### config.mk
export PLATFORM = sky130hd
export DESIGN_NAME = commit_top
export DESIGN_NICKNAME = d
export VERILOG_FILES = /design/src/verilog/commit_pkg.sv /design/src/verilog/commit_ctrl_if.sv /design/src/verilog/commit_stage.sv /design/src/verilog/commit_top.sv /design/src/verilog/flush_ctrl.sv /design/src/verilog/perf_counters.sv
export SDC_FILE = /design/constraint.sdc
export NUM_CORES = 1
export LEC_CHECK = 0
export ABC_AREA = 1
export BUFFER_PORTS_ARGS = -buffer_cell sky130_fd_sc_hd__buf_2
export CAP_MARGIN = 0
export CORE_ASPECT_RATIO = 1.2
export CORE_UTILIZATION = 55
export CTS_CLUSTER_DIAMETER = 30
export DETAILED_ROUTE_END_ITERATION = 16
export HOLD_SLACK_MARGIN = 0.06
export PLACE_DENSITY = 0.83
export SLEW_MARGIN = 20
export SYNTH_ARGS = -nofsm -noshare
export SYNTH_HDL_FRONTEND = slang
export SYNTH_SLANG_ARGS = --single-unit
### constraint.sdc
create_clock -name clk_i -period 2.3 [get_ports clk_i]
set_clock_uncertainty 0.15 [all_clocks]
set_input_delay 0.115 -clock clk_i [delete_from_list [all_inputs] [get_ports clk_i]]
set_output_delay 0.115 -clock clk_i [all_outputs]
set_load 0.05 [all_outputs]
### src/verilog/commit_pkg.sv
// Shared widths and encodings for the commit path.
// The payload word is decoded as a result or as an exception cause with tval.

package commit_pkg;

  // --------------------------------------------------
  // Widths
  // --------------------------------------------------
  localparam int unsigned DATA_W      = 32;
  localparam int unsigned REG_ADDR_W  = 5;
  localparam int unsigned OP_W        = 2;
  localparam int unsigned CAUSE_W     = 4;
  localparam int unsigned TVAL_W      = 28;
  localparam int unsigned PERF_ADDR_W = 2;

  // Entry kinds at the head of the scoreboard
  localparam logic [OP_W-1:0] OP_RESULT = 2'd0;
  localparam logic [OP_W-1:0] OP_EXC    = 2'd1;
  localparam logic [OP_W-1:0] OP_FENCE  = 2'd2;

  // Counter select codes
  localparam logic [PERF_ADDR_W-1:0] PERF_CYCLE   = 2'd0;
  localparam logic [PERF_ADDR_W-1:0] PERF_INSTRET = 2'd1;
  localparam logic [PERF_ADDR_W-1:0] PERF_EXC     = 2'd2;

  // --------------------------------------------------
  // Payload word
  // --------------------------------------------------
  // Cause sits in the top bits, tval fills the rest
  typedef struct packed {
    logic [CAUSE_W-1:0] cause;
    logic [TVAL_W-1:0]  tval;
  } exc_payload_t;

  typedef union packed {
    logic [DATA_W-1:0] result;
    exc_payload_t      exc;
  } commit_payload_u;

endpackage

### src/verilog/commit_ctrl_if.sv
// Control lines between the commit stage, the flush controller and the counters.

`timescale 1ns/1ps

interface commit_ctrl_if;

  // Commit stage to flush controller
  logic fence_req;
  logic ex_valid;

  // Flush controller to commit stage
  logic fence_done;
  logic halt;

  // Retirement events for the counters
  logic retire;
  logic ex_retire;

  modport stage (
    output fence_req,
    output ex_valid,
    output retire,
    output ex_retire,
    input  fence_done,
    input  halt
  );

  modport ctrl (
    input  fence_req,
    input  ex_valid,
    output fence_done,
    output halt
  );

  modport perf (
    input  retire,
    input  ex_retire
  );

endinterface

### src/verilog/commit_stage.sv
// Single-entry in-order commit. The head entry must stay stable until acked.
// Op code 3 is not defined and retires silently without any side effect.

`timescale 1ns/1ps

module commit_stage (
  input  logic                                clk_i,
  input  logic                                rst_ni,
  input  logic                                commit_valid_i,
  input  logic [commit_pkg::OP_W-1:0]         commit_op_i,
  input  logic [commit_pkg::REG_ADDR_W-1:0]   commit_waddr_i,
  input  commit_pkg::commit_payload_u         commit_payload_i,
  output logic                                commit_ack_o,
  output logic                                we_o,
  output logic [commit_pkg::REG_ADDR_W-1:0]   waddr_o,
  output logic [commit_pkg::DATA_W-1:0]       wdata_o,
  output logic                                ex_valid_o,
  output logic [commit_pkg::CAUSE_W-1:0]      ex_cause_o,
  output logic [commit_pkg::TVAL_W-1:0]       ex_tval_o,
  commit_ctrl_if.stage                        ctrl
);

  import commit_pkg::*;

  logic is_result;
  logic is_exc;
  logic is_fence;
  logic is_other;

  // --------------------------------------------------
  // Decode the head entry
  // --------------------------------------------------
  assign is_result = commit_valid_i && (commit_op_i == OP_RESULT);
  assign is_exc    = commit_valid_i && (commit_op_i == OP_EXC);
  assign is_fence  = commit_valid_i && (commit_op_i == OP_FENCE);
  assign is_other  = commit_valid_i && !is_result && !is_exc && !is_fence;

  // Fences wait for the cache flush, everything else only for halt
  always_comb begin
    commit_ack_o = 1'b0;
    if (is_fence) begin
      commit_ack_o = ctrl.fence_done;
    end else if (is_result || is_exc || is_other) begin
      commit_ack_o = !ctrl.halt;
    end
  end

  // --------------------------------------------------
  // Writeback and exception views of the payload
  // --------------------------------------------------
  // x0 is hardwired, so no write for it
  assign we_o    = is_result && !ctrl.halt && (commit_waddr_i != '0);
  assign waddr_o = commit_waddr_i;
  assign wdata_o = commit_payload_i.result;

  assign ex_valid_o = is_exc && !ctrl.halt;
  assign ex_cause_o = commit_payload_i.exc.cause;
  assign ex_tval_o  = commit_payload_i.exc.tval;

  // Requests to the flush controller
  assign ctrl.fence_req = is_fence;
  assign ctrl.ex_valid  = ex_valid_o;

  // Events for the counters
  assign ctrl.retire    = commit_ack_o && (is_result || is_fence);
  assign ctrl.ex_retire = commit_ack_o && is_exc;

  // --------------------------------------------------
  // Assertions
  // --------------------------------------------------
  assert property (@(posedge clk_i) disable iff (!rst_ni)
    commit_ack_o |-> commit_valid_i)
    else $error("commit ack without a valid entry");

  // A retired exception halts the head for the flush cycle
  assert property (@(posedge clk_i) disable iff (!rst_ni)
    ctrl.ex_retire |=> ctrl.halt && !commit_ack_o)
    else $error("entry acked in the cycle after an exception");

endmodule

### src/verilog/commit_top.sv
// Commit and flush control top level. One entry is presented at a time and is
// held stable by the source until commit_ack_o is seen high.

`timescale 1ns/1ps

module commit_top #(
  parameter int unsigned CntWidth = 32
) (
  input  logic                                 clk_i,
  input  logic                                 rst_ni,
  // Head of the scoreboard
  input  logic                                 commit_valid_i,
  input  logic [commit_pkg::OP_W-1:0]          commit_op_i,
  input  logic [commit_pkg::REG_ADDR_W-1:0]    commit_waddr_i,
  input  logic [commit_pkg::DATA_W-1:0]        commit_payload_i,
  output logic                                 commit_ack_o,
  // Register file write
  output logic                                 we_o,
  output logic [commit_pkg::REG_ADDR_W-1:0]    waddr_o,
  output logic [commit_pkg::DATA_W-1:0]        wdata_o,
  // Exception report
  output logic                                 ex_valid_o,
  output logic [commit_pkg::CAUSE_W-1:0]       ex_cause_o,
  output logic [commit_pkg::TVAL_W-1:0]        ex_tval_o,
  // Pipeline and data cache flush
  output logic                                 flush_o,
  output logic                                 dcache_flush_req_o,
  input  logic                                 dcache_flush_ack_i,
  // Counter read port
  input  logic [commit_pkg::PERF_ADDR_W-1:0]   perf_addr_i,
  output logic [CntWidth-1:0]                  perf_rdata_o
);

  commit_ctrl_if ctrl_if ();

  // --------------------------------------------------
  // Commit stage
  // --------------------------------------------------
  commit_stage commit_stage_i (
    .clk_i            ( clk_i            ),
    .rst_ni           ( rst_ni           ),
    .commit_valid_i   ( commit_valid_i   ),
    .commit_op_i      ( commit_op_i      ),
    .commit_waddr_i   ( commit_waddr_i   ),
    .commit_payload_i ( commit_payload_i ),
    .commit_ack_o     ( commit_ack_o     ),
    .we_o             ( we_o             ),
    .waddr_o          ( waddr_o          ),
    .wdata_o          ( wdata_o          ),
    .ex_valid_o       ( ex_valid_o       ),
    .ex_cause_o       ( ex_cause_o       ),
    .ex_tval_o        ( ex_tval_o        ),
    .ctrl             ( ctrl_if.stage    )
  );

  // --------------------------------------------------
  // Flush controller
  // --------------------------------------------------
  flush_ctrl flush_ctrl_i (
    .clk_i              ( clk_i              ),
    .rst_ni             ( rst_ni             ),
    .dcache_flush_req_o ( dcache_flush_req_o ),
    .dcache_flush_ack_i ( dcache_flush_ack_i ),
    .flush_o            ( flush_o            ),
    .ctrl               ( ctrl_if.ctrl       )
  );

  // --------------------------------------------------
  // Performance counters
  // --------------------------------------------------
  perf_counters #(
    .CntWidth ( CntWidth )
  ) perf_counters_i (
    .clk_i        ( clk_i        ),
    .rst_ni       ( rst_ni       ),
    .perf_addr_i  ( perf_addr_i  ),
    .perf_rdata_o ( perf_rdata_o ),
    .ctrl         ( ctrl_if.perf )
  );

endmodule

### src/verilog/flush_ctrl.sv
// Flush FSM. One exception flush cycle, or a four-phase req/ack cache flush per fence.
// The cache side must raise ack only while req is high and drop it only after req drops.

`timescale 1ns/1ps

module flush_ctrl (
  input  logic   clk_i,
  input  logic   rst_ni,
  output logic   dcache_flush_req_o,
  input  logic   dcache_flush_ack_i,
  output logic   flush_o,
  commit_ctrl_if.ctrl ctrl
);

  // State encoding
  localparam logic [1:0] IDLE           = 2'd0;
  localparam logic [1:0] FLUSH          = 2'd1;
  localparam logic [1:0] FENCE_REQ      = 2'd2;
  localparam logic [1:0] FENCE_WAIT_LOW = 2'd3;

  logic [1:0] state_q;
  logic [1:0] state_d;

  // --------------------------------------------------
  // Next state
  // --------------------------------------------------
  always_comb begin
    state_d = state_q;
    case (state_q)
      IDLE: begin
        // Exception wins, both cannot be at the head at once anyway
        if (ctrl.ex_valid) begin
          state_d = FLUSH;
        end else if (ctrl.fence_req) begin
          state_d = FENCE_REQ;
        end
      end
      FLUSH: begin
        state_d = IDLE;
      end
      FENCE_REQ: begin
        if (dcache_flush_ack_i) begin
          state_d = FENCE_WAIT_LOW;
        end
      end
      FENCE_WAIT_LOW: begin
        if (!dcache_flush_ack_i) begin
          state_d = IDLE;
        end
      end
      default: begin
        state_d = IDLE;
      end
    endcase
  end

  always_ff @(posedge clk_i or negedge rst_ni) begin
    if (!rst_ni) begin
      state_q <= IDLE;
    end else begin
      state_q <= state_d;
    end
  end

  // --------------------------------------------------
  // Outputs
  // --------------------------------------------------
  assign flush_o            = (state_q == FLUSH);
  assign ctrl.halt          = (state_q == FLUSH);
  assign dcache_flush_req_o = (state_q == FENCE_REQ);
  // Last phase of the handshake, the fence retires here
  assign ctrl.fence_done    = (state_q == FENCE_WAIT_LOW) && !dcache_flush_ack_i;

  // --------------------------------------------------
  // Assertions
  // --------------------------------------------------
  assert property (@(posedge clk_i) disable iff (!rst_ni)
    dcache_flush_req_o && !dcache_flush_ack_i |=> dcache_flush_req_o)
    else $error("cache flush request dropped before ack");

  assert property (@(posedge clk_i) disable iff (!rst_ni)
    (state_q == FLUSH) |=> (state_q != FLUSH))
    else $error("exception flush longer than one cycle");

endmodule

### src/verilog/perf_counters.sv
// Cycle, retired-instruction and exception counters. Read only, they wrap on overflow.
// Each counter updates one cycle after its event.

`timescale 1ns/1ps

module perf_counters #(
  parameter int unsigned CntWidth = 32
) (
  input  logic                                 clk_i,
  input  logic                                 rst_ni,
  input  logic [commit_pkg::PERF_ADDR_W-1:0]   perf_addr_i,
  output logic [CntWidth-1:0]                  perf_rdata_o,
  commit_ctrl_if.perf                          ctrl
);

  import commit_pkg::*;

  logic [CntWidth-1:0] cycle_q;
  logic [CntWidth-1:0] instret_q;
  logic [CntWidth-1:0] exc_q;

  // --------------------------------------------------
  // Counters
  // --------------------------------------------------
  always_ff @(posedge clk_i or negedge rst_ni) begin
    if (!rst_ni) begin
      cycle_q   <= '0;
      instret_q <= '0;
      exc_q     <= '0;
    end else begin
      cycle_q <= cycle_q + 1'b1;
      if (ctrl.retire) begin
        instret_q <= instret_q + 1'b1;
      end
      if (ctrl.ex_retire) begin
        exc_q <= exc_q + 1'b1;
      end
    end
  end

  // Read port, unused codes read as zero
  always_comb begin
    case (perf_addr_i)
      PERF_CYCLE:   perf_rdata_o = cycle_q;
      PERF_INSTRET: perf_rdata_o = instret_q;
      PERF_EXC:     perf_rdata_o = exc_q;
      default:      perf_rdata_o = '0;
    endcase
  end

endmodule
==> results of run 1 <==
[layer usage]
layer,vias up,wire length (um),GRT usage (%)
li1,2769,-,-
met1,2642,6480,34.3
met2,194,7830,48.0
met3,51,905,4.32
met4,0,664,14.2
met5,-,0,0
[stage by stage]
| stage | total power (W) | area (um^2) | util (%) | setup WS, ns |
|---|---|---|---|---|
| after CTS | 0.00433 | 6750 | 58.6 | 0.186 |
| after global placement | 0.00279 | 6420 | 55.8 | 0.525 |
| final | 0.00433 | 6750 | 58.6 | 0.150 |
| after floorplan | 0.00289 | 6500 | - | 0.368 |
| after detailed placement | 0.00280 | 6420 | 55.8 | 0.439 |
| after global routing | 0.00452 | 6750 | 58.6 | 0.0209 |
[final timing paths]
| check | startpoint | endpoint | cells past startpoint |
|---|---|---|---|
| worst min register to register | perf_counters_i.instret_q[31]$_DFFE_PN0P_ | perf_counters_i.instret_q[31]$_DFFE_PN0P_ | 2 |
| max in group asynchronous | rst_ni | perf_counters_i.instret_q[1]$_DFFE_PN0P_ | 3 |
| worst max register to register | flush_ctrl_i.state_q[1]$_DFFE_PN0P_ | perf_counters_i.instret_q[23]$_DFFE_PN0P_ | 9 |
| worst max-delay path | flush_ctrl_i.state_q[1]$_DFFE_PN0P_ | ex_valid_o | 6 |
| min in group asynchronous | rst_ni | perf_counters_i.exc_q[27]$_DFFE_PN0P_ | 2 |
| worst min-delay path | commit_payload_i[30] | ex_cause_o[2] | 0 |
[report_power, final]
| part | internal (W) | total (W) | leakage, nW | switching, W |
|---|---|---|---|---|
| Sequential | 0.00183 | 0.00197 | 1.26 | 0.000134 |
| Clock | 0.000846 | 0.00152 | 0.139 | 0.000678 |
| Combinational | 0.000239 | 0.000837 | 1.85 | 0.000598 |
| Total | 0.00292 | 0.00433 | 3.24 | 0.00141 |
[cells in the mapped netlist, drive strengths merged]
library cell and n:
nor3 16, nand3 60, and3 2, buf 78
clkbuf 6, nand4 24, xnor2 7, dfrtp 98
or2 2, and2 2, o211ai 7, o21ai 11
nor2 123, a31oi 1, nand3b 8, xor2 49
inv 111, ha 3, a21oi 2, o221ai 25
nand2 264
[layout make-up]
class                   count  area [um^2]  area share (%)
multi-input cells         606         3020            44.8
flip-flops and latches     98         2450            36.3
inverters                 111          417            6.17
repair buffers             62          365            5.41
clock buffers              10          229            3.39
well taps                 157          196            2.91
clock inverters             6         67.6            1.00
[kinds of logic after synthesis]
| family | Yosys count | synth area share [%] |
|---|---|---|
| and+or+nand+nor | 501 | 33.0 |
| buffers and inverters | 195 | 15.8 |
| DFF | 98 | 37.7 |
| xor gates and xnor gates | 56 | 7.55 |
| AOI/OAI and AO/OA | 46 | 5.28 |
| adders and majority gates | 3 | 0.578 |
[what timing repair did]
action / CTS / global route
hold buffers: 3 / 0
setup endpoints to repair: 0 / 1
hold endpoints to repair: 100 / 0
[registers in the layout, summed over array words and instances, names as in the netlist]
signal and cells:
flush_ctrl_i.state_q 2, perf_counters_i.cycle_q 32, perf_counters_i.exc_q 32, perf_counters_i.instret_q 32
==> flow_metrics.tcl, run 1 <==
set metrics [dict create \
    worst_ep_arrival_time_ns 1.88 \
    layout.cells.most_common "sky130_fd_sc_hd__nand2_1" \
    num-nets-final 936 \
    ys.warnings.count 0 \
    period_needed_ns 2.15 \
    path_common_cell "sky130_fd_sc_hd__inv_1" \
    clk_root_buffer_cell "sky130_fd_sc_hd__clkbuf_16" \
    maximum_cell_stage_delay_along_the_critical_path_ns 0.38 \
    hold_violations 0 \
    critical_path_required_ns 2.04 \
    drt-vias-per-instance 5.39 \
    critPathMaxFanout 19 \
    p_leak_nw 3.24 \
    maxcap_viol_count 0 \
    critical_path.slowest_cell "sky130_fd_sc_hd__dfrtp_1" \
    dpl.hpwl_um 12400 \
    cts_sinks 98 \
    synth.area.top_cells "sky130_fd_sc_hd__dfrtp_1 (38%), sky130_fd_sc_hd__nand2_1 (15%), sky130_fd_sc_hd__buf_4 (8.0%), sky130_fd_sc_hd__nor2_1 (6.6%), sky130_fd_sc_hd__xor2_1 (6.6%)" \
    antenna-diode-count 0 \
    unrepaired_setup_endpoints_after_global_routing "false" \
    cp_cell_sequence "inv_1, nand2_1, inv_1, nor2_4, buf_4, buf_2" \
    detail_route.wirelength_um 15900 \
    synth_area_leader_cell "sky130_fd_sc_hd__dfrtp_1" \
    detailedRoute.firstPassIterationCount 6 \
    synth_top_area_share_pct 37.7 \
    layout_common_cells "sky130_fd_sc_hd__nand2_1 (263), sky130_fd_sc_hd__nor2_1 (114), sky130_fd_sc_hd__inv_1 (109), sky130_fd_sc_hd__dfrtp_1 (98), sky130_fd_sc_hd__nand3_1 (58)" \
    antenna_found_initial 0 \
    top_level_ports 151 \
    final_max_slew_viol_count 0 \
    drive_gt1_share_pct 10.3 \
    globalRouteOverflowTotal 0 \
    num_rows 43 \
    floorplan.initialDensity_pct 56.4 \
    yosysUniqueCellTypes 32 \
    fp.coreArea_um2 11500 \
    htreeDepth 3 \
    synthCells 899 \
    cts_setup_buffers 0 \
    synth.ff_latch_count 98 \
    maxClockFrequency_mhz 465 \
    insertion_delay_ns 0.35 \
    outcome "complete, no violations" \
    worst_setup_path_end_kind "output pin" \
    die-width_um 101 \
    drt_drc_violations_left 0 \
    die_h_um 121 \
    drtIter0Drc 520 \
    port_buffers 54 \
    tritoncts "done" \
    place_inst 1031 \
    mean_syn_cell_area_um2 7.23 \
    power_density_nw_per_um2 641 \
    routed_wire_length_per_instance_um 15.1 \
    ctsResizeCount 0 \
    crit_type "reg -> out" \
    grt_use_total_pct 28.2 \
    dr_total_vias 5656 \
    path_buf_inv 4 \
    setup_viol_count_final 0 \
    final_cell_count_no_fill 1050 \
    tns_ns 0 \
    via_count_of_the_first_global_routing_pass 5581 \
    clkSlewWorstSetupHoldPaths_ns 0.07 \
    seq_area_frac_synth_pct 37.7 \
    clock_buffers_created_by_tritoncts 9 \
    first_pass_grt_wire_length_um 26400 \
    grt_max_degree 45 \
    critPathTopFamily "buffers and inverters" \
    place_congestion 0.950 \
    max_slew_margin_pct 59.1 \
    clock_tree.buffer_depth 2 \
    synth_nets 947 \
    worst_hold_path_type "in -> out" \
    vdd_drop_max_uv 352 \
    finalHoldWorstSlack_ns 0.0800 \
    netlist_area_um2 6500 \
    area_delta_synth_final_pct 3.85 \
    worst-r2r-setup-slack_ns 0.41 \
    antenna_violating_nets_post_route 0 \
    final.fill_count 1080 \
    finalCritPeriodShare_pct 93.5 \
    design.die.area_um2 12300 \
    worst-slew-pin-transition_ns 0.613 \
    start_kind "register" \
]
Note: power is estimated with default switching activity, not from simulation.
==> run 2: changes to the inputs <==
- CTS_BUF_LIST: unset -> sky130_fd_sc_hd__clkbuf_4 sky130_fd_sc_hd__clkbuf_8
==> run 2 against run 1 <==
Compared with the run above: sequential share of layout area increased by 0.49 points; largest power group unchanged; highest routed layer unchanged; critical path depth grew 1; flip-flop and latch count did not move; die area stayed put; cell area shrank 1.3%; worst hold slack worse by 0.0059 ns; setup slack improved by 0.25 ns; total power shrank 8.9%; clock power is 26% lower; utilization is 0.78 points lower.
==> flow_metrics.tcl, run 2 (same netlist as run 1, synthesis figures left out) <==
set metrics [dict create \
    multi_input_comb_area_um2 3020 \
    start_kind "register" \
    critPathMaxFanout 3 \
    sequentialPowerShare_pct 49.9 \
    dr_total_vias 5677 \
    p_sw_share_pct 34.3 \
    clock_tree.buffer_depth 2 \
    floorplan.initialDensity_pct 56.4 \
    worst_ep_arrival_time_ns 2.01 \
    critical_path.reg2reg.startpoint "perf_counters_i.exc_q[0]$_DFFE_PN0P_" \
    area_of_placed_instances_um2 6420 \
    num_rows 43 \
    crit_type "reg -> reg" \
    dpl.hpwl_um 12400 \
    place_congestion 0.950 \
    maxClockFrequency_mhz 527 \
    top_level_ports 151 \
    clk_root_buffer_cell "sky130_fd_sc_hd__clkbuf_8" \
    drtIter0Drc 469 \
    cts_sinks 98 \
    clock_buffers_created_by_tritoncts 9 \
    htreeDepth 3 \
    final.fill_count 1112 \
    drive_gt1_share_pct 10.5 \
    design.die.area_um2 12300 \
    internal-power_w 0.00259 \
    globalRouteOverflowTotal 0 \
    maxcap_viol_count 0 \
    via_count_of_the_first_global_routing_pass 5493 \
    switchingPower_w 0.00135 \
    detailedRoute.firstPassIterationCount 5 \
    fp.coreArea_um2 11500 \
    antenna-diode-count 0 \
    port_buffers 54 \
    postLayoutCellArea_um2 6660 \
    clkSlewWorstSetupHoldPaths_ns 0.10 \
    drt-vias-per-instance 5.40 \
    grt_max_degree 45 \
    worst_r2r_endpoint "perf_counters_i.exc_q[25]$_DFFE_PN0P_" \
    ctsResizeCount 0 \
    p_leak_nw 3.20 \
    die_h_um 121 \
    power_density_nw_per_um2 592 \
    comb_power_share_pct 21.4 \
    die-width_um 101 \
    insertion_delay_ns 0.38 \
    tritoncts "done" \
    area.sequential_um2 2450 \
    max_slew_margin_pct 57.4 \
    grt_use_total_pct 27.9 \
    ff2ff_path_depth 7 \
    worst-r2r-setup-slack_ns 0.40 \
    tns_ns 0 \
    unrepaired_setup_endpoints_after_global_routing "false" \
    final_max_slew_viol_count 0 \
    clockPowerShare_pct 28.8 \
    vdd_drop_max_uv 352 \
    num-nets-final 937 \
    worst-slew-pin-transition_ns 0.639 \
    antenna_violating_nets_post_route 0 \
    finalCritPeriodShare_pct 82.5 \
    detail_route.wirelength_um 15800 \
    routed_wire_length_per_instance_um 15.0 \
    period_needed_ns 1.90 \
    first_pass_grt_wire_length_um 26100 \
    layout.cells.most_common "sky130_fd_sc_hd__nand2_1" \
    worst_hold_path_type "in -> async" \
    setup_viol_count_final 0 \
    antenna_found_initial 0 \
    registers_with_the_highest_flip_flop_counts "perf_counters_i.cycle_q (32), perf_counters_i.exc_q (32), perf_counters_i.instret_q (32)" \
    outcome "complete, no violations" \
    drt_drc_violations_left 0 \
    layout_common_cells "sky130_fd_sc_hd__nand2_1 (263), sky130_fd_sc_hd__nor2_1 (114), sky130_fd_sc_hd__inv_1 (109), sky130_fd_sc_hd__dfrtp_1 (98), sky130_fd_sc_hd__nand3_1 (58)" \
    area_delta_synth_final_pct 2.46 \
    worst_setup_path_end_kind "register" \
    hold_violations 0 \
    critical_path_required_ns 2.41 \
]
run 2: cell types whose count changed in the layout (fill, tap and decap cells not counted), sizes merged:
cell	previous run	this run
buf	59	60
run 2: critical path, cell delays in order (launching register included):
cell and delay, ns:
sky130_fd_sc_hd__dfrtp_1 0.39, sky130_fd_sc_hd__inv_1 0.09, sky130_fd_sc_hd__nor2_1 0.26, sky130_fd_sc_hd__nand2_1 0.12
sky130_fd_sc_hd__nor2_1 0.29, sky130_fd_sc_hd__nand3_1 0.24, sky130_fd_sc_hd__o21ai_1 0.18, sky130_fd_sc_hd__nand2_1 0.07
run 2: stage by stage:
stage          util (%)  cells  setup WS (ns)  total power [W]  hold WS [ns]
3_5_place_dp       55.8   1031          0.439          0.00280       -0.0604
5_1_grt            57.8   1051          0.169          0.00414        0.0801
3_3_place_gp       55.8   1031          0.525          0.00279       -0.0634
2_1_floorplan         -    899          0.368          0.00289        -0.331
6_report           57.8   1051          0.402          0.00394        0.0741
4_1_cts            57.8   1050          0.142          0.00396        0.0798
run 2: how the worst max path moves through the flow:
| stage | startpoint | end | slack [ns] |
|---|---|---|---|
| 3_5_place_dp | perf_counters_i.cycle_q[0]$_DFF_PN0_ | perf_counters_i.cycle_q[24]$_DFF_PN0_ | 0.44 |
| 6_report | perf_counters_i.exc_q[0]$_DFFE_PN0P_ | perf_counters_i.exc_q[25]$_DFFE_PN0P_ | 0.40 |
| 2_1_floorplan | perf_addr_i[1] | perf_rdata_o[10] | 0.37 |
| 3_3_place_gp | flush_ctrl_i.state_q[0]$_DFFE_PN0P_ | perf_counters_i.instret_q[27]$_DFFE_PN0P_ | 0.53 |
| 4_1_cts | flush_ctrl_i.state_q[0]$_DFFE_PN0P_ | ex_valid_o | 0.14 |
| 5_1_grt | flush_ctrl_i.state_q[1]$_DFFE_PN0P_ | perf_counters_i.instret_q[27]$_DFFE_PN0P_ | 0.17 |
run 2: repair_timing:
| item | CTS | global route |
|---|---|---|
| hold buffers | 3 | 0 |
| setup endpoints to repair | 0 | 1 |
| buffers inserted | 0 | 1 |
| hold endpoints to repair | 100 | 0 |
run 2: cell type report:
class	instances	area share, %
Clock inverter	6	1.01
Inverter	111	6.26
Sequential cell	98	36.8
Timing Repair Buffer	63	5.60
Clock buffer	10	1.97
Multi-Input combinational cell	606	45.4
Tap cell	157	2.95
run 2: power groups by stage:
stage,registers [W],clock network [W],logic [W]
after global placement,0.00199,0,0.000799
after floorplan,0.00196,0,0.000922
after global routing,0.00199,0.00124,0.000916
after detailed placement,0.00199,0,0.000807
final,0.00197,0.00113,0.000842
after CTS,0.00196,0.00116,0.000835
run 2: routing by layer:
metal	up-vias	track usage [%]	part of all wire [%]
met5	-	0	0
li1	2768	-	-
met1	2681	34.3	41
met2	180	48.0	50
met3	48	3.63	5.3
met4	0	13.2	4.0
==> run 3: changes to the inputs <==
- clock period: 2.3 -> 1.92 ns (I/O delays scaled with it)
==> run 3 against run 2 <==
Compared with the run above: first-iteration DRC count increased by 8.1%; fmax increased by 4.1%; clock power increased by 21%; combinational power increased by 59%; setup slack got worse by 0.30 ns; sequential share of layout area decreased by 2.4 points; cell area increased by 6.9%; largest power group unchanged.
==> flow_metrics.tcl, run 3 (same netlist as run 1, synthesis figures left out) <==
set metrics [dict create \
    p_leak_nw 3.40 \
    worst-r2r-setup-slack_ns 0.1 \
    clock_buffers_created_by_tritoncts 9 \
    setup_slack_ns 0.0970 \
    path_common_cell "sky130_fd_sc_hd__nand2_1" \
    critical_path.slowest_cell "sky130_fd_sc_hd__dfrtp_1" \
    clk_root_buffer_cell "sky130_fd_sc_hd__clkbuf_8" \
    maximum_cell_stage_delay_along_the_critical_path_ns 0.41 \
    globalRouteOverflowTotal 0 \
    first_pass_grt_wire_length_um 25400 \
    p_sw_share_pct 36.9 \
    final_max_slew_viol_count 0 \
    critical_path_required_ns 2.04 \
    tritoncts "done" \
    worst_ep_arrival_time_ns 1.94 \
    comb_power_share_pct 26.4 \
    top_level_ports 151 \
    finalCritPeriodShare_pct 94.9 \
    num-nets-final 980 \
    drtIter0Drc 507 \
    switchingPower_w 0.00187 \
    drive_gt1_share_pct 11.6 \
    maxClockFrequency_mhz 549 \
    antenna-diode-count 0 \
    routed_wire_length_per_instance_um 14.6 \
    port_buffers 54 \
    clockPowerShare_pct 27.1 \
    drt-vias-per-instance 5.36 \
    hold_violations 0 \
    worst_min_delay_path_startpoint "commit_valid_i" \
    power_density_nw_per_um2 712 \
    via_count_of_the_first_global_routing_pass 5431 \
    vdd_drop_max_uv 445 \
    drt_drc_violations_left 0 \
    die_h_um 121 \
    internal-power_w 0.00320 \
    fp.coreArea_um2 11500 \
    dpl.hpwl_um 12100 \
    area_delta_synth_final_pct 9.51 \
    grt_max_degree 43 \
    area_of_placed_instances_um2 6480 \
    layout_common_cells "sky130_fd_sc_hd__nand2_1 (263), sky130_fd_sc_hd__nor2_1 (109), sky130_fd_sc_hd__inv_1 (109), sky130_fd_sc_hd__dfrtp_1 (98), sky130_fd_sc_hd__nand3_1 (56)" \
    clock_tree.buffer_depth 2 \
    registers_with_the_highest_flip_flop_counts "perf_counters_i.cycle_q (32), perf_counters_i.exc_q (32), perf_counters_i.instret_q (32)" \
    crit_type "reg -> reg" \
    cts_sinks 98 \
    postLayoutCellArea_um2 7120 \
    clkSlewWorstSetupHoldPaths_ns 0.09 \
    cp_cell_sequence "ha_1, nand3_2, nor3_4, nand2_1, nor2_2, nand2_1, nand2_1, nand2_1" \
    maxcap_viol_count 0 \
    start_kind "register" \
    critical_path.reg2reg.startpoint "perf_counters_i.cycle_q[0]$_DFF_PN0_" \
    htreeDepth 3 \
    place_congestion 0.930 \
    period_needed_ns 1.82 \
    critPathLaunch "perf_counters_i.cycle_q[0]$_DFF_PN0_" \
    floorplan.initialDensity_pct 56.4 \
    outcome "complete, no violations" \
    antenna_found_initial 0 \
    detailedRoute.firstPassIterationCount 6 \
    antenna_violating_nets_post_route 0 \
    die-width_um 101 \
    detail_route.wirelength_um 16000 \
    max_slew_margin_pct 34.1 \
    detailedPlace.worstSlack_ns 0.0920 \
    finalHoldWorstSlack_ns 0.0877 \
    worst_setup_path_end_kind "register" \
    worst-slew-pin-transition_ns 0.985 \
    setup_viol_count_final 0 \
    insertion_delay_ns 0.36 \
    layout.cells.most_common "sky130_fd_sc_hd__nand2_1" \
    design.die.area_um2 12300 \
    unrepaired_setup_endpoints_after_global_routing "true" \
    worst_hold_path_type "in -> reg" \
    critPathMaxFanout 5 \
    sequentialPowerShare_pct 46.5 \
    grt_use_total_pct 27.1 \
    num_rows 43 \
    dr_total_vias 5867 \
]
[run 3: cell types whose count changed in the layout (fill, tap and decap cells not counted), moves of 5 or more]
cell,before,now
sky130_fd_sc_hd__buf_4,5,11
sky130_fd_sc_hd__nor2_2,7,12
sky130_fd_sc_hd__nor2_1,114,109
sky130_fd_sc_hd__dlygate4sd3_1,3,38
[run 3: per-layer routing]
| layer | wire length (um) | global-route usage (%) | up-vias |
|---|---|---|---|
| li1 | - | - | 2845 |
| met1 | 6540 | 33.9 | 2732 |
| met2 | 8080 | 47.2 | 255 |
| met3 | 959 | 3.92 | 35 |
| met4 | 445 | 10.1 | 0 |
| met5 | 0 | 0 | - |
[run 3: layout make-up]
class,instances,area (um^2)
clock buffers,11,145
multi-input cells,606,3050
inverters,111,417
well taps,157,196
repair buffers,106,802
flip-flops and latches,98,2450
fillers,1033,4400
clock inverters,5,53.8
[run 3: worst max-delay path: cells and delay by family (launching register included)]
kind,cells,cell delay (ns)
adder cells (fa/ha/maj),1,0.24
flip-flops,1,0.41
AND/OR/NAND/NOR,7,0.93
[run 3: final timing paths]
check	cells after the start	to
min	5	perf_counters_i.instret_q[0]$_DFFE_PN0P_
max reg2reg	8	perf_counters_i.cycle_q[24]$_DFF_PN0_
max	8	perf_counters_i.cycle_q[24]$_DFF_PN0_
min in group asynchronous	3	perf_counters_i.exc_q[21]$_DFFE_PN0P_
max in group asynchronous	4	perf_counters_i.exc_q[20]$_DFFE_PN0P_
min reg2reg	2	perf_counters_i.instret_q[31]$_DFFE_PN0P_
[run 3: stage by stage]
stage               power, W  instances  setup TNS (ns)  util [%]
floorplan            0.00346        899               0         -
global placement     0.00335       1037               0      56.3
detailed placement   0.00337       1037               0      56.3
CTS                  0.00508       1092               0      61.4
global route         0.00529       1094          -0.119      61.8
finish               0.00506       1094               0      61.8
[run 3: power by group through the flow]
stage | registers (W) | clock network, W | logic, W
2_1_floorplan | 0.00235 | 0 | 0.00110
3_3_place_gp | 0.00238 | 0 | 0.000971
3_5_place_dp | 0.00239 | 0 | 0.000982
4_1_cts | 0.00235 | 0.00139 | 0.00134
5_1_grt | 0.00238 | 0.00148 | 0.00143
6_report | 0.00236 | 0.00137 | 0.00134
[run 3: what timing repair did]
item	CTS	global route
hold buffers	38	0
setup buffers	1	2
gates resized for setup	0	10
pin swaps	1	1
endpoints found under the hold margin	165	0
endpoints found under the setup margin	1	16
